<file path="src/design/mipsPkg.sv">
// Shared types and constants for the single-cycle MIPS core, referenced by scoped name
package mipsPkg;

	// Reset PC and start of the text segment
	localparam logic [31:0] TEXT_BASE = 32'h0040_0000;
	// First byte address of data memory
	localparam logic [31:0] DATA_BASE = 32'h1001_0000;
	// Memory-mapped I/O port, load reads portIn and store writes portOut
	localparam logic [31:0] PORT_ADDR = 32'hFFFF_0000;

	// Primary opcodes
	localparam logic [5:0] OP_RTYPE = 6'h00;
	localparam logic [5:0] OP_J = 6'h02;
	localparam logic [5:0] OP_BEQ = 6'h04;
	localparam logic [5:0] OP_BNE = 6'h05;
	localparam logic [5:0] OP_ADDI = 6'h08;
	localparam logic [5:0] OP_ORI = 6'h0D;
	localparam logic [5:0] OP_LW = 6'h23;
	localparam logic [5:0] OP_SW = 6'h2B;

	// R-type function codes
	localparam logic [5:0] FN_ADD = 6'h20;
	localparam logic [5:0] FN_SUB = 6'h22;
	localparam logic [5:0] FN_AND = 6'h24;
	localparam logic [5:0] FN_OR = 6'h25;
	localparam logic [5:0] FN_NOR = 6'h27;

	// Register format
	typedef struct packed {
		logic [5:0] opcode;
		logic [4:0] rs;
		logic [4:0] rt;
		logic [4:0] rd;
		logic [4:0] shamt;
		logic [5:0] funct;
	} rFormat;

	// Immediate format, shares opcode/rs/rt positions with rFormat
	typedef struct packed {
		logic [5:0] opcode;
		logic [4:0] rs;
		logic [4:0] rt;
		logic [15:0] imm16;
	} iFormat;

	// Jump format
	typedef struct packed {
		logic [5:0] opcode;
		logic [25:0] target26;
	} jFormat;

	// One instruction word seen through all three formats
	typedef union packed {
		rFormat r;
		iFormat i;
		jFormat j;
	} instrFields;

	// ALU operations
	typedef enum logic [2:0] {
		ALU_ADD = 3'd0,
		ALU_SUB = 3'd1,
		ALU_AND = 3'd2,
		ALU_OR = 3'd3,
		ALU_NOR = 3'd4
	} aluOp;

	// Decoded control for one instruction
	typedef struct packed {
		logic regWrite;
		logic regDst;
		logic aluSrc;
		logic zeroExtImm;
		logic memRead;
		logic memWrite;
		logic branchEq;
		logic branchNe;
		logic jump;
		aluOp aluOp;
	} ctrlSignals;

	// Register write report for the instruction in flight
	typedef struct packed {
		logic valid;
		logic [4:0] regIdx;
		logic [31:0] data;
	} writeback;

endpackage
</file>
<file path="src/design/registerFile.sv">
// 32-entry register file with writeback report, instantiated by mipsProcessor
`timescale 1ns/1ns

module registerFile (
	input logic clk,
	input logic rst,
	input logic [4:0] rs,
	input logic [4:0] rt,
	input logic [4:0] writeIdx,
	input logic writeEnable,
	input logic [31:0] writeData,
	output logic [31:0] readData1,
	output logic [31:0] readData2,
	output mipsPkg::writeback wb
);

	logic [31:0] regs [32];
	logic doWrite;

	// $zero never takes a write, and nothing lands while in reset
	assign doWrite = writeEnable && (writeIdx != 5'd0) && !rst;

	always_ff @(posedge clk) begin
		if (rst) begin
			for (int k = 0; k < 32; k++) begin
				regs[k] <= '0;
			end
		end else if (doWrite) begin
			regs[writeIdx] <= writeData;
		end
	end

	// Combinational read, register 0 stays zero
	assign readData1 = regs[rs];
	assign readData2 = regs[rt];

	// Reports the write that the coming edge performs
	assign wb.valid = doWrite;
	assign wb.regIdx = writeIdx;
	assign wb.data = writeData;

endmodule

</file>
<file path="config.mk">
export PLATFORM = sky130hd
export DESIGN_NAME = registerFile
export DESIGN_NICKNAME = d
export VERILOG_FILES = /design/src/design/mipsPkg.sv /design/src/design/registerFile.sv
export SDC_FILE = /design/constraint.sdc
export NUM_CORES = 2
export LEC_CHECK = 0
export BUFFER_PORTS_ARGS = -buffer_cell sky130_fd_sc_hd__buf_2
export CAP_MARGIN = 15
export CORE_UTILIZATION = 34
export CTS_CLUSTER_SIZE = 28
export DETAILED_ROUTE_END_ITERATION = 10
export SLEW_MARGIN = 25
export SYNTH_ARGS = -nofsm -noshare
export SYNTH_HDL_FRONTEND = slang
export SYNTH_SLANG_ARGS = --single-unit
</file>
<file path="constraint.sdc">
create_clock -name clk -period 2.3 [get_ports clk]
set_clock_uncertainty 0.1 [all_clocks]
set_input_delay 0.115 -clock clk [delete_from_list [all_inputs] [get_ports clk]]
set_output_delay 0.115 -clock clk [all_outputs]
set_load 0.005 [all_outputs]
</file>
==> results.toml <==
[power_and_ir_drop]
vdd_ir_drop_max_v = 0.000593
switching_share = 0.257
p_int_mw = 34.8
pwr-share-seq = 0.473
p_leak_nw = 26.1
p_sw_mw = 12.0
clkPwrFrac = 0.391
p_per_area_nw_per_um2 = 699
power_frac_comb = 0.136
p_total_mw = 46.8

[logic_synthesis]
synth_area_um2 = 56500
synth_cells = 4642
synth.distinct_cells = 31
ys_ff_latch = 1024
syn_avg_cell_area_um2 = 12.2
yosys_warnings = 0
seq_area_frac_synth = 0.544

[final_layout]
largest_register_ffs = 1024
layout-drive-gt1-share = 0.172
area_delta_synth_final_pct = 18.6
final_common_cell = "edfxtp_1"
largest_register = "regs"
final_cell_mix = "1024 x edfxtp_1, 1019 x mux2i_1, 992 x and2_1"
finalNetCount = 4828
top_regs = "regs (1024)"
fin_area_um2 = 67000

[floorplanning]
die_h_um = 410
coreArea_um2 = 165000
die_w_um = 410
pin_count = 152
die_area_um2 = 168000
initial_core_util = 0.342
rows = 149

[setup_path]
critPathTopFamily = "simple AND/OR/NAND/NOR gates"
crit_slowest_cell = "nor3_1"
path_buf_inv = 1
cp_num_cells = 6
crit_start = "regs[1][11]"
critPathMaxStageDelay_ns = 0.46
path_cells = "mux2i_1 -> a22o_1 -> nor3_1 -> a31oi_1 -> nand3_1 -> buf_2"
crit_fanout = 2
cp.arrival_ns = 2.32
endpoint = "readData1[11]"
crit_required_ns = 2.09
worstSetupPathType = "reg2out"
start_kind = "register"
endpoint_kind = "output pin"

[clocking]
clkSlewWorstSetupHoldPaths_ns = 0.06
cts_made_buffers = 104
clockRootBuffer = "clkbuf_16"
cts.sinks = 1024
clock_path_buffers = 3
cts_tree = "yes"
htree_num_levels = 3

[sta]
finalSetupViolations = 54
timing.fmax_ghz = 0.395
hold_ws_ns = 0.0524
slew_headroom = 0.497
setup_slack_ns = -0.234
period_share = 1.10
slew_violations = 0
grt_setup_unrepaired = "true"
hold_viol = 0
tightest_slew_ns = 0.754
finalCriticalPeriod_ns = 2.53

[global_route]
antenna_found_initial = 3
grt-ovfl-total = 0
grt_first_pass_wirelength_mm = 270
grt_pass1_vias = 39400
grt_usage = 0.219
grt_max_degree = 43

[placed_design]
dp_hpwl_mm = 121
placed_area_um2 = 61600
dp_slack_ns = -0.142
port_buffers = 151
gp_congestion = 0.913

[routing]
drtAntennaViolNets = 0
wirelength_mm = 190
wl_per_cell_um = 26.9
vias_per_cell = 5.54
vias = 39100
drtPass1Iterations = 9
drtIter0Drc = 3976
drc = 26

[hold_path]
hold_depth = 2
hold_class = "in2reg"

[run_status]
violations = "DRC, setup timing"
outcome = "complete, but fails checks"

[job]
drv_cap = 0
-- logic make-up (layout without fill, tap and decap cells) --
group | count (synthesis) | after routing | synth area share
mux | 1024 | 1024 | 0.181
flops | 1024 | 1024 | 0.544
compound gates | 577 | 577 | 0.0696
other cells | 1 | 39 | 0.0000664
buf+inv | 483 | 673 | 0.0464
simple gates | 1533 | 1533 | 0.158
-- synth_stat cells --
cell	n	area share
nand2_2	1	0.00011
nor3_1	64	0.0057
o31a_1	1	0.00016
conb_1	1	0.000066
nor2_1	9	0.00060
buf_6	30	0.0060
a21oi_1	192	0.017
mux2i_1	1024	0.18
clkbuf_1	177	0.012
nand3b_1	3	0.00040
or3_1	1	0.00011
and2b_4	1	0.00018
nor2_4	26	0.0052
a31oi_1	64	0.0071
nor2b_1	4	0.00044
nand2b_1	4	0.00044
clkbuf_4	3	0.00040
a22oi_1	192	0.026
clkbuf_2	43	0.0038
nand2_1	195	0.013
buf_4	100	0.013
or3b_4	2	0.00040
nand3_1	193	0.017
a22o_1	128	0.020
or2_2	33	0.0037
edfxtp_1	1024	0.54
buf_2	113	0.010
buf_1	17	0.0011
nand3_4	1	0.00031
nand3b_4	2	0.00071
and2_1	994	0.11
-- metrics by stage --
stage,cells,utilization,setup TNS [ns]
2_1_floorplan,4673,-,0
3_3_place_gp,6840,0.373,-0.187
3_5_place_dp,6840,0.373,-0.191
4_1_cts,7051,0.405,-7.35
5_1_grt,7053,0.406,-9.01
6_report,7059,0.406,-5.27
-- final cells by class --
class	instances	area, um^2
fill	15200	98000
sequential	1024	30700
antenna	7	17.5
multi-input combinational	3166	24700
clock buffer	121	2690
clock inverter	70	931
tap	2189	2740
timing repair buffer	482	5220
-- layer usage --
metal  GRT usage  vias up  share of wire
li1            -    17200              -
met3      0.0317      350          0.075
met1       0.286    19800           0.41
met5           0        -              0
met4      0.0791        0          0.033
met2       0.368     1674           0.48
-- power groups by stage --
stage | Combinational, mW | Clock (mW) | Sequential, mW
finish | 6.36 | 18.3 | 22.2
global route | 6.65 | 19.2 | 22.2
CTS | 6.26 | 18.5 | 22.1
detailed placement | 5.81 | 0 | 22.5
global placement | 5.75 | 0 | 22.5
floorplan | 3.31 | 0 | 22.3
-- worst min path at each step --
stage                   from            to  slack, ns
3_5_place_dp     writeIdx[0]        wb[32]       0.48
6_report       writeData[23]  regs[18][23]       0.05
5_1_grt        writeData[23]  regs[16][23]       0.06
3_3_place_gp     writeIdx[0]        wb[32]       0.47
2_1_floorplan   writeData[0]         wb[0]       0.21
4_1_cts        writeData[23]  regs[18][23]      0.007
-- timing repair --
action                                 4_1_cts  5_1_grt
gates resized for setup                    228       28
buffers inserted                             0        1
pin swaps                                   87       61
setup endpoints to repair                   64       64
hold buffers                                32        0
endpoints found under the hold margin      925        0
Note: power is estimated with default switching activity, not from simulation.
