[src/design/mipsPkg.sv]
// Shared types and constants for the single-cycle MIPS core, referenced by scoped name
package mipsPkg;

	// Reset PC and start of the text segment
	localparam logic [31:0] TEXT_BASE = 32'h0040_0000;
	// First byte address of data memory
	localparam logic [31:0] DATA_BASE = 32'h1001_0000;
	// Memory-mapped I/O port, load reads portIn and store writes portOut
	localparam logic [31:0] PORT_ADDR = 32'hFFFF_0000;

	// Primary opcodes
	localparam logic [5:0] OP_RTYPE = 6'h00;
	localparam logic [5:0] OP_J = 6'h02;
	localparam logic [5:0] OP_BEQ = 6'h04;
	localparam logic [5:0] OP_BNE = 6'h05;
	localparam logic [5:0] OP_ADDI = 6'h08;
	localparam logic [5:0] OP_ORI = 6'h0D;
	localparam logic [5:0] OP_LW = 6'h23;
	localparam logic [5:0] OP_SW = 6'h2B;

	// R-type function codes
	localparam logic [5:0] FN_ADD = 6'h20;
	localparam logic [5:0] FN_SUB = 6'h22;
	localparam logic [5:0] FN_AND = 6'h24;
	localparam logic [5:0] FN_OR = 6'h25;
	localparam logic [5:0] FN_NOR = 6'h27;

	// Register format
	typedef struct packed {
		logic [5:0] opcode;
		logic [4:0] rs;
		logic [4:0] rt;
		logic [4:0] rd;
		logic [4:0] shamt;
		logic [5:0] funct;
	} rFormat;

	// Immediate format, shares opcode/rs/rt positions with rFormat
	typedef struct packed {
		logic [5:0] opcode;
		logic [4:0] rs;
		logic [4:0] rt;
		logic [15:0] imm16;
	} iFormat;

	// Jump format
	typedef struct packed {
		logic [5:0] opcode;
		logic [25:0] target26;
	} jFormat;

	// One instruction word seen through all three formats
	typedef union packed {
		rFormat r;
		iFormat i;
		jFormat j;
	} instrFields;

	// ALU operations
	typedef enum logic [2:0] {
		ALU_ADD = 3'd0,
		ALU_SUB = 3'd1,
		ALU_AND = 3'd2,
		ALU_OR = 3'd3,
		ALU_NOR = 3'd4
	} aluOp;

	// Decoded control for one instruction
	typedef struct packed {
		logic regWrite;
		logic regDst;
		logic aluSrc;
		logic zeroExtImm;
		logic memRead;
		logic memWrite;
		logic branchEq;
		logic branchNe;
		logic jump;
		aluOp aluOp;
	} ctrlSignals;

	// Register write report for the instruction in flight
	typedef struct packed {
		logic valid;
		logic [4:0] regIdx;
		logic [31:0] data;
	} writeback;

endpackage
[src/design/fetchUnit.sv]
// Program counter and next-PC select for the core, instantiated once by mipsProcessor
`timescale 1ns/1ns

module fetchUnit (
	input logic clk,
	input logic rst,
	input mipsPkg::instrFields instr,
	input mipsPkg::ctrlSignals ctrl,
	input logic zero,
	output logic [31:0] pc
);

	logic [31:0] pcPlus4;
	logic [31:0] branchOffset;
	logic [31:0] branchTarget;
	logic [31:0] jumpTarget;
	logic takeBranch;
	logic [31:0] nextPc;

	assign pcPlus4 = pc + 32'd4;

	// Sign-extended word offset
	assign branchOffset = {{14{instr.i.imm16[15]}}, instr.i.imm16, 2'b00};
	assign branchTarget = pcPlus4 + branchOffset;

	// Upper nibble kept from the delay-slot address
	assign jumpTarget = {pcPlus4[31:28], instr.j.target26, 2'b00};

	// beq wants equal operands, bne wants them different
	assign takeBranch = (ctrl.branchEq & zero) | (ctrl.branchNe & ~zero);

	always_comb begin
		if (ctrl.jump) begin
			nextPc = jumpTarget;
		end else if (takeBranch) begin
			nextPc = branchTarget;
		end else begin
			nextPc = pcPlus4;
		end
	end

	always_ff @(posedge clk) begin
		if (rst) begin
			pc <= mipsPkg::TEXT_BASE;
		end else begin
			pc <= nextPc;
		end
	end

endmodule

[config.mk]
export PLATFORM = sky130hd
export DESIGN_NAME = fetchUnit
export DESIGN_NICKNAME = d
export VERILOG_FILES = /design/src/design/mipsPkg.sv /design/src/design/fetchUnit.sv
export SDC_FILE = /design/constraint.sdc
export NUM_CORES = 1
export LEC_CHECK = 0
export BUFFER_PORTS_ARGS = -buffer_cell sky130_fd_sc_hd__buf_4
export CORE_ASPECT_RATIO = 0.9
export CORE_UTILIZATION = 33
export CTS_BUF_LIST = sky130_fd_sc_hd__clkbuf_4 sky130_fd_sc_hd__clkbuf_8
export DETAILED_ROUTE_END_ITERATION = 16
export HOLD_SLACK_MARGIN = 0.1
export PLACE_DENSITY = 0.52
export SLEW_MARGIN = 30
export SYNTH_ARGS = -nofsm -noshare
export SYNTH_HDL_FRONTEND = slang
export SYNTH_SLANG_ARGS = --single-unit
[constraint.sdc]
create_clock -name clk -period 3.65 [get_ports clk]
set_input_delay 0.73 -clock clk [delete_from_list [all_inputs] [get_ports clk]]
set_output_delay 0.73 -clock clk [all_outputs]
set_load 0.03 [all_outputs]
==> metrics.cfg <==
[cells_and_area]
reg_top3 = pc x30
regMostFlops = pc
drive_above_1_share = 0.2175
syn2layout_area_growth_pct = 24.62
diodes = 0
largest_register_ffs = 30
fin_nets = 622
ff_latch_area_sq_um = 600.6
fin_area_sq_um = 4357
fill_cells = 1060
multiInputGateArea_sq_um = 2816
final_cells = 667

[route]
routed_wl_um = 11270
first_pass_iters = 4
drc = 0
vias = 3654
drtAntennaViolNets = 0
avgViaCountPerCell = 5.478
drt_iter0_markers = 222
routedWlPerCell_um = 16.90

[sta]
max_freq_mhz = 296.3
fin_worst_skew_ns = 0.007739
min_period_over_period = 0.9246
finalMaxSlewViolations = 0
setup_viol = 0
hold_violations = 0
worstMarginPinSlew_ns = 0.6999
tns_ns = 0
min_period_ns = 3.375
rsz0062_at_grt = no
maxSlewHeadroom = 0.5317
hold_slack_ns = 0.6181

[floorplan]
rows = 35
initial_core_util = 0.3397
dieWidth_um = 110.5
io-pin-count = 79
die_y_um = 99.65
core_sq_um = 10290
dieArea_sq_um = 11010

[placed_design]
port_buffers = 61
placed_cells_incl_taps = 659
hpwl_um = 8535
place_area_sq_um = 4209
gp_congestion = 0.8425

[global_route]
antenna_found_initial = 0
grt_util_all_layers = 0.2060
grt_pass1_wl_um = 18290
grt_overflow = 0
first_global_vias = 3623
grt_start_max_net_pins = 31

[pwr]
peakVddDrop_mv = 0.1367
cellPowerDensity_nw_per_um2 = 339.0
p_leak_nw = 1.953

[synth]
synth_area_sq_um = 3496
synth_cell_type_count = 58
synth.yosys.warnings = 0
ys_seq_area_frac = 0.1718
synth_top_area_frac = 0.1718
synth_top_cell_by_area = dfxtp_1
postSynthRegisterBits = 30
avgSynthCellArea_sq_um = 7.550
synth_top_flop_cell = dfxtp_1
synthArstFlopShare = 0
syn_inst = 463
netlist_top_cells_area = dfxtp_1 17%, ha_1 13%, xnor2_1 8.8%
synth-edff-count = 0

[clocking]
numCtsBuffers = 5
clockRootBuffer = clkbuf_8
clk_pin_slew_worst_paths_ns = 0.08
h-tree-depth = 2
clkSinkCount = 30
post_cts_buffers = 0
clk-insertion-delay-late_ns = 0.30
cts_buffer_depth = 2
tritoncts = built

[critical_path]
cpMaxStageDelayCell = or4_1
slowest_delay_ns = 0.39
cp_max_fo = 7
crit_required_ns = 3.84
worst_setup_path_end_kind = flop
cp.arrival_ns = 3.57
crit_type = flop to flop
startpoint_type = flop
critical_path.cell_chain = buf_4 > ha_1 > nand3_1 > nor2_1 > buf_4 > nand3_1 > xnor2_1 > ha_1 > a21oi_2 > nor2b_1 > o21a_1 > or4_1 > a41oi_1 > o21ai_0 > xor2_1 > a22o_1

[hold_path]
hold_class = flop to flop

[outcome]
outcome = finished, final reports clean

[job]
cap_viol_max_count = 0

metrics by stage:
step	util	power, mW	setup slack, ns
after floorplan	-	0.9244	0.2267
after global placement	0.4090	1.152	0.1106
after detailed placement	0.4090	1.155	0.1144
after CTS	0.4182	1.474	0.08005
after global routing	0.4233	1.583	0.005584
final	0.4233	1.477	0.2754
layout make-up:
class                           count  share of cell area
Multi-Input combinational cell    401              0.6465
Inverter                           16             0.01379
Tap cell                          129             0.03705
Sequential cell                    30              0.1379
Clock buffer                        6             0.01895
Timing Repair Buffer               83              0.1430
Clock inverter                      2            0.002872
critical path: cells and delay by family (launching register included):
kind / cells / cell delay [ns]
adders and majority gates: 2 / 0.53
buffers and inverters: 2 / 0.34
DFF: 1 / 0.33
and+or+nand+nor: 5 / 0.76
AOI/OAI and AO/OA: 5 / 0.91
xor gates and xnor gates: 2 / 0.42
per-layer routing:
metal | up-vias | share of wire | global-route usage
met3 | 9 | 0.050 | 0.01889
met1 | 1685 | 0.49 | 0.2918
met4 | 0 | 0.0079 | 0.04513
met5 | - | 0 | 0
li1 | 1850 | - | -
met2 | 110 | 0.45 | 0.3387
synth_stat cells (2+ instances only):
| cell type | n |
|---|---|
| a211o_1 | 4 |
| a21o_1 | 10 |
| a41oi_1 | 2 |
| xor2_1 | 14 |
| a22oi_1 | 4 |
| nand2b_1 | 2 |
| o211a_1 | 2 |
| and4_1 | 4 |
| o21a_1 | 6 |
| xnor2_1 | 35 |
| a311oi_1 | 3 |
| mux2i_1 | 3 |
| and2_1 | 5 |
| inv_1 | 16 |
| o211ai_1 | 4 |
| nor2_1 | 44 |
| nor3_2 | 2 |
| o21bai_1 | 6 |
| and3_1 | 7 |
| o21ai_0 | 22 |
| a21oi_1 | 49 |
| clkbuf_1 | 14 |
| o221ai_1 | 2 |
| or3_1 | 2 |
| a2111oi_2 | 3 |
| nand4_1 | 12 |
| dfxtp_1 | 30 |
| nand2_1 | 43 |
| o31ai_1 | 2 |
| nor3_1 | 6 |
| ha_1 | 37 |
| a211oi_1 | 9 |
| a221oi_1 | 6 |
| nand3_1 | 25 |
| nor2b_1 | 3 |
| buf_4 | 3 |
kinds of logic (layout without fill, tap and decap cells):
kind of cell,count (synthesis),in the layout,synth area share
XOR/XNOR,49,49,0.1228
AO/OA/AOI/OAI,146,146,0.2867
other,1,2,0.001073
buffers and inverters,33,107,0.03865
AND/OR/NAND/NOR,162,162,0.2291
flip-flops,30,30,0.1718
multiplexers,4,4,0.01181
adder cells (fa/ha/maj),38,38,0.1382
power by group:
group | switching [mW] | internal [mW]
Sequential | 0.0373 | 0.361
Combinational | 0.446 | 0.320
Clock | 0.161 | 0.152
Total | 0.644 | 0.833
cell usage in the layout (no fill, tap or decap), types with 4 or more instances in the layout:
| cell type | netlist | layout |
|---|---|---|
| nand4_1 | 12 | 12 |
| o21a_1 | 6 | 6 |
| a21oi_1 | 49 | 47 |
| clkbuf_8 | 0 | 6 |
| nand3_1 | 25 | 25 |
| o21bai_1 | 6 | 6 |
| o21ai_0 | 22 | 22 |
| a211o_1 | 4 | 4 |
| nor3_1 | 6 | 6 |
| a21o_1 | 10 | 10 |
| dfxtp_1 | 30 | 30 |
| xnor2_1 | 35 | 32 |
| nor2_1 | 44 | 43 |
| a211oi_1 | 9 | 9 |
| ha_1 | 37 | 36 |
| xor2_1 | 14 | 14 |
| o211ai_1 | 4 | 4 |
| and2_1 | 5 | 5 |
| a221oi_1 | 6 | 6 |
| and3_1 | 7 | 7 |
| a22oi_1 | 4 | 4 |
| inv_1 | 16 | 16 |
| nand2_1 | 43 | 43 |
| buf_4 | 3 | 83 |
worst paths after layout:
kind                     startpoint                end  slack (ns)  cells after the start
setup / recovery   pc[2]$_SDFF_PP0_  pc[29]$_SDFF_PP0_        0.28                     16
setup reg to reg   pc[2]$_SDFF_PP0_  pc[29]$_SDFF_PP0_        0.28                     16
hold reg to reg   pc[31]$_SDFF_PP0_  pc[31]$_SDFF_PP0_        0.62                      3
hold / removal    pc[31]$_SDFF_PP0_  pc[31]$_SDFF_PP0_        0.62                      3
timing repair:
item | 4_1_cts | 5_1_grt
setup endpoints to repair | 0 | 9
hold buffers | 0 | 0
hold endpoints to repair | 0 | 0
resized for setup | 0 | 11
(Power assumes the default switching activity.)
