`config.mk`:
```
export PLATFORM = sky130hd
export DESIGN_NAME = alu
export DESIGN_NICKNAME = d
export VERILOG_FILES = /design/src/design/mipsPkg.sv /design/src/design/alu.sv
export SDC_FILE = /design/constraint.sdc
export NUM_CORES = 1
export LEC_CHECK = 0
export ABC_AREA = 1
export BUFFER_PORTS_ARGS = -buffer_cell sky130_fd_sc_hd__buf_4
export CAP_MARGIN = 20
export CORE_ASPECT_RATIO = 1.5
export CORE_MARGIN = 5
export CORE_UTILIZATION = 39
export DETAILED_ROUTE_END_ITERATION = 10
export GPL_ROUTABILITY_DRIVEN = 0
export PLACE_DENSITY = 0.72
export SLEW_MARGIN = 20
export SYNTH_ARGS = -nofsm -noshare
export SYNTH_HDL_FRONTEND = slang
export SYNTH_SLANG_ARGS = --single-unit
```
`constraint.sdc`:
```
create_clock -name vclk -period 6
set_input_delay 1.2 -clock vclk [all_inputs]
set_output_delay 1.2 -clock vclk [all_outputs]
set_load 0.01 [all_outputs]
```
`src/design/mipsPkg.sv`:
```
// Shared types and constants for the single-cycle MIPS core, referenced by scoped name
package mipsPkg;

	// Reset PC and start of the text segment
	localparam logic [31:0] TEXT_BASE = 32'h0040_0000;
	// First byte address of data memory
	localparam logic [31:0] DATA_BASE = 32'h1001_0000;
	// Memory-mapped I/O port, load reads portIn and store writes portOut
	localparam logic [31:0] PORT_ADDR = 32'hFFFF_0000;

	// Primary opcodes
	localparam logic [5:0] OP_RTYPE = 6'h00;
	localparam logic [5:0] OP_J = 6'h02;
	localparam logic [5:0] OP_BEQ = 6'h04;
	localparam logic [5:0] OP_BNE = 6'h05;
	localparam logic [5:0] OP_ADDI = 6'h08;
	localparam logic [5:0] OP_ORI = 6'h0D;
	localparam logic [5:0] OP_LW = 6'h23;
	localparam logic [5:0] OP_SW = 6'h2B;

	// R-type function codes
	localparam logic [5:0] FN_ADD = 6'h20;
	localparam logic [5:0] FN_SUB = 6'h22;
	localparam logic [5:0] FN_AND = 6'h24;
	localparam logic [5:0] FN_OR = 6'h25;
	localparam logic [5:0] FN_NOR = 6'h27;

	// Register format
	typedef struct packed {
		logic [5:0] opcode;
		logic [4:0] rs;
		logic [4:0] rt;
		logic [4:0] rd;
		logic [4:0] shamt;
		logic [5:0] funct;
	} rFormat;

	// Immediate format, shares opcode/rs/rt positions with rFormat
	typedef struct packed {
		logic [5:0] opcode;
		logic [4:0] rs;
		logic [4:0] rt;
		logic [15:0] imm16;
	} iFormat;

	// Jump format
	typedef struct packed {
		logic [5:0] opcode;
		logic [25:0] target26;
	} jFormat;

	// One instruction word seen through all three formats
	typedef union packed {
		rFormat r;
		iFormat i;
		jFormat j;
	} instrFields;

	// ALU operations
	typedef enum logic [2:0] {
		ALU_ADD = 3'd0,
		ALU_SUB = 3'd1,
		ALU_AND = 3'd2,
		ALU_OR = 3'd3,
		ALU_NOR = 3'd4
	} aluOp;

	// Decoded control for one instruction
	typedef struct packed {
		logic regWrite;
		logic regDst;
		logic aluSrc;
		logic zeroExtImm;
		logic memRead;
		logic memWrite;
		logic branchEq;
		logic branchNe;
		logic jump;
		aluOp aluOp;
	} ctrlSignals;

	// Register write report for the instruction in flight
	typedef struct packed {
		logic valid;
		logic [4:0] regIdx;
		logic [31:0] data;
	} writeback;

endpackage
```
`src/design/alu.sv`:
```
// Five-operation ALU with zero flag, instantiated by mipsProcessor
`timescale 1ns/1ns

module alu (
	input mipsPkg::aluOp op,
	input logic [31:0] a,
	input logic [31:0] b,
	output logic [31:0] result,
	output logic zero
);

	always_comb begin
		case (op)
			// Wraparound, no overflow trap
			mipsPkg::ALU_ADD: result = a + b;
			mipsPkg::ALU_SUB: result = a - b;
			mipsPkg::ALU_AND: result = a & b;
			mipsPkg::ALU_OR: result = a | b;
			mipsPkg::ALU_NOR: result = ~(a | b);
			default: result = '0;
		endcase
	end

	// Branch compare flag
	assign zero = (result == 32'd0);

endmodule

```
==> results.sh, run 1 <==
export IMPL_status="finished, final reports clean"
export IMPL_final_common_cell="nand2_1"
export IMPL_grt_max_degree=31
export IMPL_place_ws_ns=0.00868
export IMPL_max_cap_violations=0
export IMPL_period_share=0.982
export IMPL_setup_tns_final_ns=0
export IMPL_netlist_top_cells_area="nand2_1, inv_1, nor2_1"
export IMPL_drtIter0Drc=299
export IMPL_nets=1182
export IMPL_synth_cell_type_count=39
export IMPL_p_sw_mw=0.391
export IMPL_slew_limit_headroom=0.675
export IMPL_p_clk_frac=0
export IMPL_cpLargestDelayFamily="simple AND/OR/NAND/NOR gates"
export IMPL_yosys_area_top_type="nand2_1"
export IMPL_max_stage_delay_ns=0.40
export IMPL_worstMarginPinSlew_ns=0.486
export IMPL_syn_area_per_cell_um2=4.78
export IMPL_routedWlPerCell_um=14.6
export IMPL_die_h_um=144
export IMPL_antenna_found_initial=0
export IMPL_crit_type="in2out"
export IMPL_overflow=0
export IMPL_yosys_warnings=0
export IMPL_end_kind="output pin"
export IMPL_die_w_um=99.5
export IMPL_ctsHoldBuffers=0
export IMPL_worstHoldStart="a[3]"
export IMPL_core_um2=11900
export IMPL_yosysSeqAreaShare=0
export IMPL_finalHoldViolations=0
export IMPL_final_clkbuf_count=0
export IMPL_worstSetupStartpointType="input pin"
export IMPL_required_ns=4.80
export IMPL_grt_util_all_layers=0.239
export IMPL_fin_cells=1231
export IMPL_seq_cell_count=0
export IMPL_routed_wl_um=17900
export IMPL_arrival_ns=4.69
export IMPL_hold_path_class="in2out"
export IMPL_sw_frac_of_total=0.633
export IMPL_startpoint="b[1]"
export IMPL_dp_cells=1225
export IMPL_min_period_ns=5.89
export IMPL_synthCells=981
export IMPL_synthesis_nets=1083
export IMPL_io_pins=100
export IMPL_slowest_stage="ha_2"
export IMPL_worst_slack_ns=0.105
export IMPL_power_mw=0.619
export IMPL_power_density_nw_per_um2=106
export IMPL_vdd_drop_max_v=0.0000618
export IMPL_grt_pass1_vias=5854
export IMPL_drc=0
export IMPL_port_buffer_count=100
export IMPL_die_area_um2=14400
export IMPL_area_growth_syn_to_layout_pct=24.1
export IMPL_synth_top_cell_area_share=0.282
export IMPL_synth_area_um2=4690
export IMPL_maxSlewViolCount=0
export IMPL_rows=49
export IMPL_initial_core_util=0.394
export IMPL_p_leak_nw=3.49
export IMPL_mostFrequentLayoutCells="nand2_1, inv_1, nor2_1"
export IMPL_rsz0062_at_grt="yes"
export IMPL_hpwl_um=15200
export IMPL_setup_viol=0
export IMPL_layout_drive_gt1_share=0.181
export IMPL_firstDrtPassIters=6
export IMPL_num_vias=6333
export IMPL_seq_power_share=0
export IMPL_p_int_mw=0.227
export IMPL_via_per_inst=5.14
export IMPL_diodes=0
export IMPL_ant_nets=0
export IMPL_pwr_share_comb=1.000
export IMPL_cp_common_cell="nor2_2"
export IMPL_regArea_um2=0
export IMPL_grt_pass1_wl_um=27600
export IMPL_path_max_fanout=5
export IMPL_nFillCells=1325
export IMPL_fmax_ghz=0.170
export IMPL_crit_buf_inv=4
metrics by stage:
stage | cell area [um^2] | util | hold slack [ns]
after global placement | 5590 | 0.470 | 2.77
after floorplan | 4690 | - | 2.56
after detailed placement | 5590 | 0.470 | 2.77
after CTS | 5590 | 0.470 | 2.77
after global routing | 5820 | 0.489 | 2.80
final | 5820 | 0.489 | 2.77
final timing paths:
| path | to | slack, ns | cells after the start |
|---|---|---|---|
| worst min-delay path | result[3] | 2.77 | 4 |
| worst max-delay path | zero | 0.11 | 25 |
power groups by stage:
stage	Sequential, mW	Combinational [mW]	Clock, mW
final	0	0.619	0
after global routing	0	0.689	0
after CTS	0	0.591	0
after detailed placement	0	0.588	0
after global placement	0	0.585	0
after floorplan	0	0.381	0
repair_timing:
| action | CTS | global route |
|---|---|---|
| resized for setup | 0 | 51 |
| endpoints found under the setup margin | 0 | 1 |
| buffers inserted | 0 | 6 |
| endpoints found under the hold margin | 0 | 0 |
cell families (layout without fill, tap and decap cells):
group	count (synthesis)	count (layout)	synth area share
simple gates	618	618	0.561
buf+inv	213	310	0.175
compound gates	83	83	0.109
fa+ha+maj	35	35	0.0950
xor+xnor	32	32	0.0598
routing by layer:
metal | global-route usage | vias up | wire (um)
met3 | 0.0121 | 90 | 1090
met2 | 0.442 | 269 | 8800
li1 | - | 3240 | -
met1 | 0.265 | 2734 | 6670
met5 | 0 | - | 0
met4 | 0.150 | 0 | 1370
layout make-up:
class	count	area [um^2]	area share
Inverter	200	758	0.130
Tap cell	153	191	0.0329
Timing Repair Buffer	110	841	0.144
Multi-Input combinational cell	768	4030	0.692
synthesized netlist by cell type, drive strengths merged:
cell type and number:
nand2 358, inv 200, nor2 138, nand3 85
ha 34, o21ai 31, xor2 28, a21oi 26
nand4 13, nor3 13, a221oi 8, buf 8
or2 8, a31oi 5, clkbuf 5, xnor2 4
a32oi 3, o31ai 3, a22oi 2, and3 2
o211ai 2, fa 1, nand3b 1, o2111ai 1
o21bai 1, o311ai 1
No activity file was read; power rests on OpenSTA's default activity.
==> run 2, diff against run 1 <==
Settings changed: MAX_ROUTING_LAYER from default to met4.
==> results.sh, run 2 (same netlist as run 1, synthesis figures left out) <==
export IMPL_status="finished, final reports clean"
export IMPL_num_vias=6338
export IMPL_maxSlewViolCount=0
export IMPL_core_um2=11900
export IMPL_min_period_ns=5.88
export IMPL_grt_util_all_layers=0.246
export IMPL_final_common_cell="nand2_1"
export IMPL_drtIter0Drc=325
export IMPL_ant_nets=0
export IMPL_p_leak_nw=3.49
export IMPL_place_area_um2=5590
export IMPL_grt_pass1_wl_um=27600
export IMPL_seq_power_share=0
export IMPL_hpwl_um=15200
export IMPL_power_density_nw_per_um2=106
export IMPL_antenna_found_initial=0
export IMPL_die_h_um=144
export IMPL_finalInstanceArea_um2=5820
export IMPL_period_share=0.980
export IMPL_layout_drive_gt1_share=0.181
export IMPL_routed_wl_um=18000
export IMPL_p_clk_frac=0
export IMPL_die_w_um=99.5
export IMPL_p_sw_mw=0.392
export IMPL_worstSetupStartpointType="input pin"
export IMPL_area_growth_syn_to_layout_pct=24.1
export IMPL_arrival_ns=4.68
export IMPL_io_pins=100
export IMPL_slew_limit_headroom=0.674
export IMPL_worstMarginPinSlew_ns=0.488
export IMPL_vdd_drop_max_v=0.0000620
export IMPL_overflow=0
export IMPL_end_kind="output pin"
export IMPL_fin_cells=1231
export IMPL_drc=0
export IMPL_diodes=0
export IMPL_final_clkbuf_count=0
export IMPL_fmax_ghz=0.170
export IMPL_pwr_share_comb=1.000
export IMPL_required_ns=4.80
export IMPL_sw_frac_of_total=0.633
export IMPL_regArea_um2=0
export IMPL_path_max_fanout=4
export IMPL_p_int_mw=0.227
export IMPL_grt_pass1_vias=5855
export IMPL_max_cap_violations=0
export IMPL_die_area_um2=14400
export IMPL_via_per_inst=5.15
export IMPL_fin_hold_ws_ns=2.78
export IMPL_setup_tns_final_ns=0
export IMPL_routedWlPerCell_um=14.6
export IMPL_hold_path_class="in2out"
export IMPL_grt_max_degree=31
export IMPL_crit_type="in2out"
export IMPL_setup_viol=0
export IMPL_initial_core_util=0.394
export IMPL_seq_cell_count=0
export IMPL_rsz0062_at_grt="yes"
export IMPL_dp_cells=1225
export IMPL_port_buffer_count=100
export IMPL_nets=1182
export IMPL_mostFrequentLayoutCells="nand2_1, inv_1, nor2_1"
export IMPL_firstDrtPassIters=5
export IMPL_finalHoldViolations=0
export IMPL_rows=49
run 2: path summary, 6_finish.rpt:
kind	start	end	slack (ns)	cells past startpoint
hold / removal	a[3]	result[3]	2.78	4
setup / recovery	b[1]	zero	0.12	26
run 2: cell type report:
class,count,area [um^2]
Fill cell,1325,6070
Inverter,200,758
Multi-Input combinational cell,768,4030
Tap cell,153,191
Timing Repair Buffer,110,841
run 2: timing repair:
action | 4_1_cts | 5_1_grt
setup buffers | 0 | 6
setup endpoints to repair | 0 | 1
gates resized for setup | 0 | 51
hold endpoints to repair | 0 | 0
hold buffers | 0 | 0
run 2: per-layer routing:
| metal | part of all wire | global-route usage | vias to the layer above |
|---|---|---|---|
| li1 | - | - | 3244 |
| met1 | 0.38 | 0.266 | 2751 |
| met2 | 0.49 | 0.442 | 263 |
| met3 | 0.056 | 0.00820 | 80 |
| met4 | 0.073 | 0.152 | 0 |
| met5 | 0 | - | - |
run 2: worst max-delay path, stage by stage:
cell	delay, ns
buf_8	0.11
inv_6	0.05
ha_4	0.14
nand3_4	0.08
nor3_4	0.19
nand4_1	0.15
nor2_2	0.17
nand3_2	0.14
inv_2	0.09
nand3_1	0.08
nand2_2	0.11
o21ai_1	0.09
xor2_1	0.31
ha_1	0.33
nand2_1	0.10
nor2_1	0.06
nand2_1	0.11
inv_1	0.05
a21oi_1	0.21
nand3_1	0.13
nand3_1	0.13
nand4_1	0.12
nor2_2	0.15
nand3_1	0.10
nor2_2	0.16
buf_6	0.12
run 2: through the flow:
step / power [mW] / util / setup slack [ns]
2_1_floorplan: 0.381 / - / 0.756
3_3_place_gp: 0.585 / 0.470 / 0.0817
3_5_place_dp: 0.588 / 0.470 / 0.00868
4_1_cts: 0.591 / 0.470 / 0.0164
5_1_grt: 0.689 / 0.489 / -0.143
6_report: 0.620 / 0.489 / 0.118
run 2: power by group through the flow:
stage	Sequential (mW)	Combinational [mW]	Clock (mW)
floorplan	0	0.381	0
global placement	0	0.585	0
detailed placement	0	0.588	0
CTS	0	0.591	0
global route	0	0.689	0
finish	0	0.620	0
