## src/design/mipsPkg.sv

```systemverilog
// Shared types and constants for the single-cycle MIPS core, referenced by scoped name
package mipsPkg;

	// Reset PC and start of the text segment
	localparam logic [31:0] TEXT_BASE = 32'h0040_0000;
	// First byte address of data memory
	localparam logic [31:0] DATA_BASE = 32'h1001_0000;
	// Memory-mapped I/O port, load reads portIn and store writes portOut
	localparam logic [31:0] PORT_ADDR = 32'hFFFF_0000;

	// Primary opcodes
	localparam logic [5:0] OP_RTYPE = 6'h00;
	localparam logic [5:0] OP_J = 6'h02;
	localparam logic [5:0] OP_BEQ = 6'h04;
	localparam logic [5:0] OP_BNE = 6'h05;
	localparam logic [5:0] OP_ADDI = 6'h08;
	localparam logic [5:0] OP_ORI = 6'h0D;
	localparam logic [5:0] OP_LW = 6'h23;
	localparam logic [5:0] OP_SW = 6'h2B;

	// R-type function codes
	localparam logic [5:0] FN_ADD = 6'h20;
	localparam logic [5:0] FN_SUB = 6'h22;
	localparam logic [5:0] FN_AND = 6'h24;
	localparam logic [5:0] FN_OR = 6'h25;
	localparam logic [5:0] FN_NOR = 6'h27;

	// Register format
	typedef struct packed {
		logic [5:0] opcode;
		logic [4:0] rs;
		logic [4:0] rt;
		logic [4:0] rd;
		logic [4:0] shamt;
		logic [5:0] funct;
	} rFormat;

	// Immediate format, shares opcode/rs/rt positions with rFormat
	typedef struct packed {
		logic [5:0] opcode;
		logic [4:0] rs;
		logic [4:0] rt;
		logic [15:0] imm16;
	} iFormat;

	// Jump format
	typedef struct packed {
		logic [5:0] opcode;
		logic [25:0] target26;
	} jFormat;

	// One instruction word seen through all three formats
	typedef union packed {
		rFormat r;
		iFormat i;
		jFormat j;
	} instrFields;

	// ALU operations
	typedef enum logic [2:0] {
		ALU_ADD = 3'd0,
		ALU_SUB = 3'd1,
		ALU_AND = 3'd2,
		ALU_OR = 3'd3,
		ALU_NOR = 3'd4
	} aluOp;

	// Decoded control for one instruction
	typedef struct packed {
		logic regWrite;
		logic regDst;
		logic aluSrc;
		logic zeroExtImm;
		logic memRead;
		logic memWrite;
		logic branchEq;
		logic branchNe;
		logic jump;
		aluOp aluOp;
	} ctrlSignals;

	// Register write report for the instruction in flight
	typedef struct packed {
		logic valid;
		logic [4:0] regIdx;
		logic [31:0] data;
	} writeback;

endpackage
```

## src/design/controlUnit.sv

```systemverilog
// Main decoder with ALU control folded in, instantiated by mipsProcessor
`timescale 1ns/1ns

module controlUnit (
	input mipsPkg::instrFields instr,
	output mipsPkg::ctrlSignals ctrl
);

	always_comb begin
		// Inactive unless a supported encoding matches
		ctrl = '0;
		ctrl.aluOp = mipsPkg::ALU_ADD;
		case (instr.r.opcode)
			mipsPkg::OP_RTYPE: begin
				ctrl.regDst = 1'b1;
				ctrl.regWrite = 1'b1;
				case (instr.r.funct)
					mipsPkg::FN_ADD: ctrl.aluOp = mipsPkg::ALU_ADD;
					mipsPkg::FN_SUB: ctrl.aluOp = mipsPkg::ALU_SUB;
					mipsPkg::FN_AND: ctrl.aluOp = mipsPkg::ALU_AND;
					mipsPkg::FN_OR: ctrl.aluOp = mipsPkg::ALU_OR;
					mipsPkg::FN_NOR: ctrl.aluOp = mipsPkg::ALU_NOR;
					default: begin
						// Unknown funct, including the all-zero word
						ctrl.regDst = 1'b0;
						ctrl.regWrite = 1'b0;
					end
				endcase
			end
			mipsPkg::OP_ADDI: begin
				ctrl.regWrite = 1'b1;
				ctrl.aluSrc = 1'b1;
			end
			mipsPkg::OP_ORI: begin
				ctrl.regWrite = 1'b1;
				ctrl.aluSrc = 1'b1;
				ctrl.zeroExtImm = 1'b1;
				ctrl.aluOp = mipsPkg::ALU_OR;
			end
			mipsPkg::OP_LW: begin
				ctrl.regWrite = 1'b1;
				ctrl.aluSrc = 1'b1;
				ctrl.memRead = 1'b1;
			end
			mipsPkg::OP_SW: begin
				ctrl.aluSrc = 1'b1;
				ctrl.memWrite = 1'b1;
			end
			mipsPkg::OP_BEQ: begin
				// Compare by subtraction, zero flag decides
				ctrl.branchEq = 1'b1;
				ctrl.aluOp = mipsPkg::ALU_SUB;
			end
			mipsPkg::OP_BNE: begin
				ctrl.branchNe = 1'b1;
				ctrl.aluOp = mipsPkg::ALU_SUB;
			end
			mipsPkg::OP_J: begin
				ctrl.jump = 1'b1;
			end
			default: begin
				ctrl = '0;
			end
		endcase
	end

endmodule

```

## config.mk

```make
export PLATFORM = sky130hd
export DESIGN_NAME = controlUnit
export DESIGN_NICKNAME = d
export VERILOG_FILES = /design/src/design/mipsPkg.sv /design/src/design/controlUnit.sv
export SDC_FILE = /design/constraint.sdc
export NUM_CORES = 1
export LEC_CHECK = 0
export ABC_AREA = 1
export BUFFER_PORTS_ARGS = -buffer_cell sky130_fd_sc_hd__buf_2
export CAP_MARGIN = 20
export CORE_AREA = 5 5 42 44
export DETAILED_ROUTE_END_ITERATION = 7
export DIE_AREA = 0 0 47 49
export PLACE_DENSITY = 0.61
export SLEW_MARGIN = 30
export SYNTH_ARGS = -nofsm -noshare
export SYNTH_HDL_FRONTEND = slang
export SYNTH_SLANG_ARGS = --single-unit
export TNS_END_PERCENT = 20
```

## constraint.sdc

```tcl
create_clock -name vclk -period 2.4
set_clock_uncertainty 0.05 [all_clocks]
set_input_delay 0.72 -clock vclk [all_inputs]
set_output_delay 0.72 -clock vclk [all_outputs]
set_load 0.05 [all_outputs]
```

==> results of run 1 <==
-- worst paths after layout --
path / slack [ns] / end / startpoint / cells past startpoint
hold / removal: 1.75 / ctrl[3] / instr[26] / 3
setup / recovery: 0.07 / ctrl[10] / instr[27] / 7
-- layout by cell type, fill, tap and decap left out --
cell type,instances
o21ai_2,1
buf_4,10
inv_1,15
nand3_1,7
nor2_4,3
nand3_2,1
inv_2,1
clkbuf_4,2
nor2_2,5
buf_2,15
nand4_1,2
o211ai_1,1
nor2_1,9
nor4_2,1
nand2_1,13
-- cell families (layout without fill, tap and decap cells) --
kind of cell           Yosys count  count (layout)
AO/OA/AOI/OAI                    2               2
buffers and inverters           16              43
AND/OR/NAND/NOR                 41              41
-- routing by layer --
| layer | track usage [%] | vias to the layer above | wire length, um |
|---|---|---|---|
| met1 | 10.4 | 163 | 356 |
| met3 | 0 | 0 | 61 |
| met5 | 0 | - | 0 |
| met4 | 0 | 0 | 0 |
| li1 | - | 232 | - |
| met2 | 10.4 | 13 | 345 |
-- layout make-up --
class	count	area (um^2)	share of cell area [%]
multi-input cells	43	234	48.8
well taps	16	20.0	4.18
repair buffers	27	165	34.5
inverters	16	60.1	12.5
-- power breakdown --
group	internal, W	switching [W]	leakage, nW
logic	0.0000208	0.0000362	0.303
clock network	0	0	0
registers	0	0	0
-- per-stage QoR --
stage | instances | cell area (um^2) | hold WS [ns] | util, % | power, W
after global placement | 102 | 454 | 1.78 | 32.4 | 0.0000549
after floorplan | 59 | 292 | 1.50 | - | 0.0000318
after CTS | 102 | 457 | 1.78 | 32.6 | 0.0000557
after global routing | 102 | 479 | 1.78 | 34.2 | 0.0000634
after detailed placement | 102 | 454 | 1.78 | 32.4 | 0.0000555
final | 102 | 479 | 1.75 | 34.2 | 0.0000570
==> flow_summary.ini, run 1 <==
[cells_and_area]
drive_gt1_share_pct = 45.3
ff_latch_area_um2 = 0
antennaDiodeCount = 0
final_nets = 120
nClkBuffers = 0
seq_cells = 0
fillers = 167
area_growth_pct = 79.0

[grt]
grt_pass1_vias = 352
antenna_found_initial = 0
grt.total_usage_pct = 6.60
grt_first_pass_wirelength_um = 1290
grt_overflow = 0
grt_max_degree = 7

[placed_design]
port_buffers = 24
hpwl_um = 720
dp_slack_ns = 0.000744
gp_congestion = 0.701

[logic_synthesis]
synth_xor_area_share_pct = 0
synth_area_leaders = inv_1 (21%), nand2_1 (18%), nor2_1 (18%)
syn_area_per_cell_um2 = 4.54
syn_inst = 59
synthTopCellsByCount = inv_1 (15), nand2_1 (13), nor2_1 (13)
ys_seq_area_share_pct = 0
synthDistinctLibCells = 12
synth_fa_ha_area_share_pct = 0
mappedNetlistArea_um2 = 268
synth.top_cell.area_share_pct = 21.0
yosysTopAreaCell = inv_1
synth_top_family_by_area = simple AND/OR/NAND/NOR gates
yosysWarnings = 0
synth_compound_area_share_pct = 6.07
synth_simple_gate_area_share_pct = 71.5
yosysMostFrequentCell = inv_1
muxShareOfSynthArea_pct = 0
syn_nets = 91

[critical_path]
crit_fanout = 4
startpoint_type = input pin
crit_buf_inv = 3
crit_path_end_kind = output port
crit_path_frequent_cell = nand2_1
critPathRequiredTime_ns = 1.63
slowest_stage = clkbuf_4
path_class = input pin to output port
worstPathCellList = buf_2, nor2_1, nand2_1, nor2_2, nand2_1, inv_1, clkbuf_4
crit_family = simple AND/OR/NAND/NOR gates
worstPathArrival_ns = 1.56
cpPeakStageDelay_ns = 0.22

[timing]
setup_slack_ns = 0.0676
report.final.slew_viol_count = 0
final.setup.tns_ns = 0
fmaxAchievable_ghz = 0.429
worst_pin_slew_ns = 0.236
setup_viol = 0
period_minus_slack_ns = 2.33
rsz0062_at_grt = true
finalHoldViolCount = 0
slew_headroom_pct = 84.2
finalCritPeriodShare_pct = 97.2

[floorplanning]
die_area_um2 = 2300
rows = 14
ios = 44
die_x_um = 47
core_um2 = 1400
start_util_pct = 19.1
die_h_um = 49

[detailed_routing]
wl_um = 763
post-route-drc-count = 0
vias = 408
routed_via_density = 4.00
drtIter0Drc = 10
first_pass_iters = 4
ant_nets = 0
wl_per_cell_um = 7.48

[cts]
cts_setup_buffers = 0
holdBufCountCts = 0
cts_repair_resize_count = 1

[hold_path]
hold_path.class = input pin to output port

[power_and_ir_drop]
cellLeakagePower_nw = 0.303
ir_drop_uv = 42.4
pwr_density_cell_nw_per_um2 = 119

[job]
cap_violations = 0

[status]
status = finished clean
No activity file was read; power rests on OpenSTA's default activity.
==> run 2, diff against run 1 <==
Clock period 2.4 ns to 2.32 ns, I/O delays scaled along.
==> run 2 against run 1 <==
Sequential share of layout area stayed put. Non-clock buffer count grew 2. Flip-flop and latch count did not move.
==> flow_summary.ini, run 2 (synthesis gave the netlist of run 1 again) <==
[cells_and_area]
final_nets = 122
final_common_cell = buf_2
nClkBuffers = 0
seq_cells = 0
fillers = 172
final_area_um2 = 520
final_cell_mix = buf_2 (15), inv_1 (13), nand2_1 (12)
drive_gt1_share_pct = 52.3
final_cells = 104
multiInputGateArea_um2 = 241
ff_latch_area_um2 = 0
antennaDiodeCount = 0
area_growth_pct = 94.4

[floorplanning]
die_h_um = 49
die_x_um = 47
rows = 14
core_um2 = 1400
start_util_pct = 19.1
ios = 44
die_area_um2 = 2300

[timing]
report.final.slew_viol_count = 0
setup_viol = 0
finalHoldViolCount = 0
finalCritPeriodShare_pct = 97.9
rsz0062_at_grt = true
slew_headroom_pct = 83.7
fmaxAchievable_ghz = 0.440
period_minus_slack_ns = 2.27
worst_pin_slew_ns = 0.244

[detailed_routing]
first_pass_iters = 1
drtIter0Drc = 0
wl_per_cell_um = 7.72
post-route-drc-count = 0
wl_um = 803
vias = 425
routed_via_density = 4.09
ant_nets = 0

[placed_design]
port_buffers = 24
place_inst = 104
hpwl_um = 747
gp_congestion = 0.718
placed_cell_area_um2 = 469

[grt]
grt_pass1_vias = 342
grt_overflow = 0
antenna_found_initial = 0
grt.total_usage_pct = 6.39
grt_max_degree = 7
grt_first_pass_wirelength_um = 1240

[critical_path]
crit_family = buffers and inverters
crit_fanout = 2
crit_buf_inv = 3
crit_path_frequent_cell = buf_2
crit_path_end_kind = output port
critPathRequiredTime_ns = 1.57
startpoint_type = input pin
path_class = input pin to output port
cpPeakStageDelay_ns = 0.27
crit_start = instr[30]
worstPathArrival_ns = 1.52
slowest_stage = buf_2
worstPathCellList = buf_2, inv_2, nand4_1, nor2_4, buf_2

[hold_path]
min_from = instr[0]
holdPathStages = 4
min_to = ctrl[2]
hold_path.class = input pin to output port

[job]
cap_violations = 0

[cts]
cts_setup_buffers = 0

[power_and_ir_drop]
ir_drop_uv = 60.2
pwr_density_cell_nw_per_um2 = 124
cellLeakagePower_nw = 0.316

[status]
status = finished clean
-- run 2: cell types whose count changed in the layout (fill, tap and decap cells not counted) --
cell and delta:
inv_2 +2, nand2_2 +1, clkbuf_4 -2, inv_1 -2, buf_6 +5, nand2_1 -1, buf_4 -1, nor2_2 +2
nor2_1 -2
-- run 2: metal layers --
metal	up-vias	track usage (%)	wire, um
li1	239	-	-
met1	173	9.57	354
met2	13	10.6	385
met3	0	0	63
met4	0	0	0
met5	-	0	0
-- run 2: repair_timing --
action / CTS / global route
pin swaps: 0 / 1
endpoints found under the setup margin: 4 / 10
hold buffers: 0 / 0
resized for setup: 4 / 21
-- run 2: cell type report --
class	instances	area share, %
Inverter	16	11.5
Multi-Input combinational cell	43	46.4
Tap cell	16	3.85
Timing Repair Buffer	29	38.2
-- run 2: stage by stage --
step / hold slack (ns) / setup TNS, ns / utilization, % / setup WS, ns / total power [W]
floorplan: 1.45 / -0.724 / - / -0.212 / 0.0000328
global placement: 1.79 / -0.0649 / 33.5 / -0.0227 / 0.0000594
detailed placement: 1.79 / -0.126 / 33.5 / -0.0441 / 0.0000602
CTS: 1.77 / 0 / 34.2 / 0.00566 / 0.0000612
global route: 1.77 / -0.0539 / 37.1 / -0.0170 / 0.0000710
finish: 1.74 / 0 / 37.1 / 0.0493 / 0.0000644
-- run 2: worst max-delay path by stage --
stage,endpoint,slack (ns),cells after the start
after CTS,ctrl[3],0.006,6
final,ctrl[7],0.05,5
after detailed placement,ctrl[9],-0.04,7
after global placement,ctrl[9],-0.02,7
after floorplan,ctrl[3],-0.21,3
after global routing,ctrl[1],-0.02,7
-- run 2: tightest hold or removal path, stage by stage --
cell and delay, ns:
buf_2 0.11, nand4_1 0.10, nor2_2 0.04, buf_6 0.14
-- run 2: power by group --
group	switching [W]	total (W)	internal, W
logic	0.0000394	0.0000644	0.0000251
clock network	0	0	0
registers	0	0	0
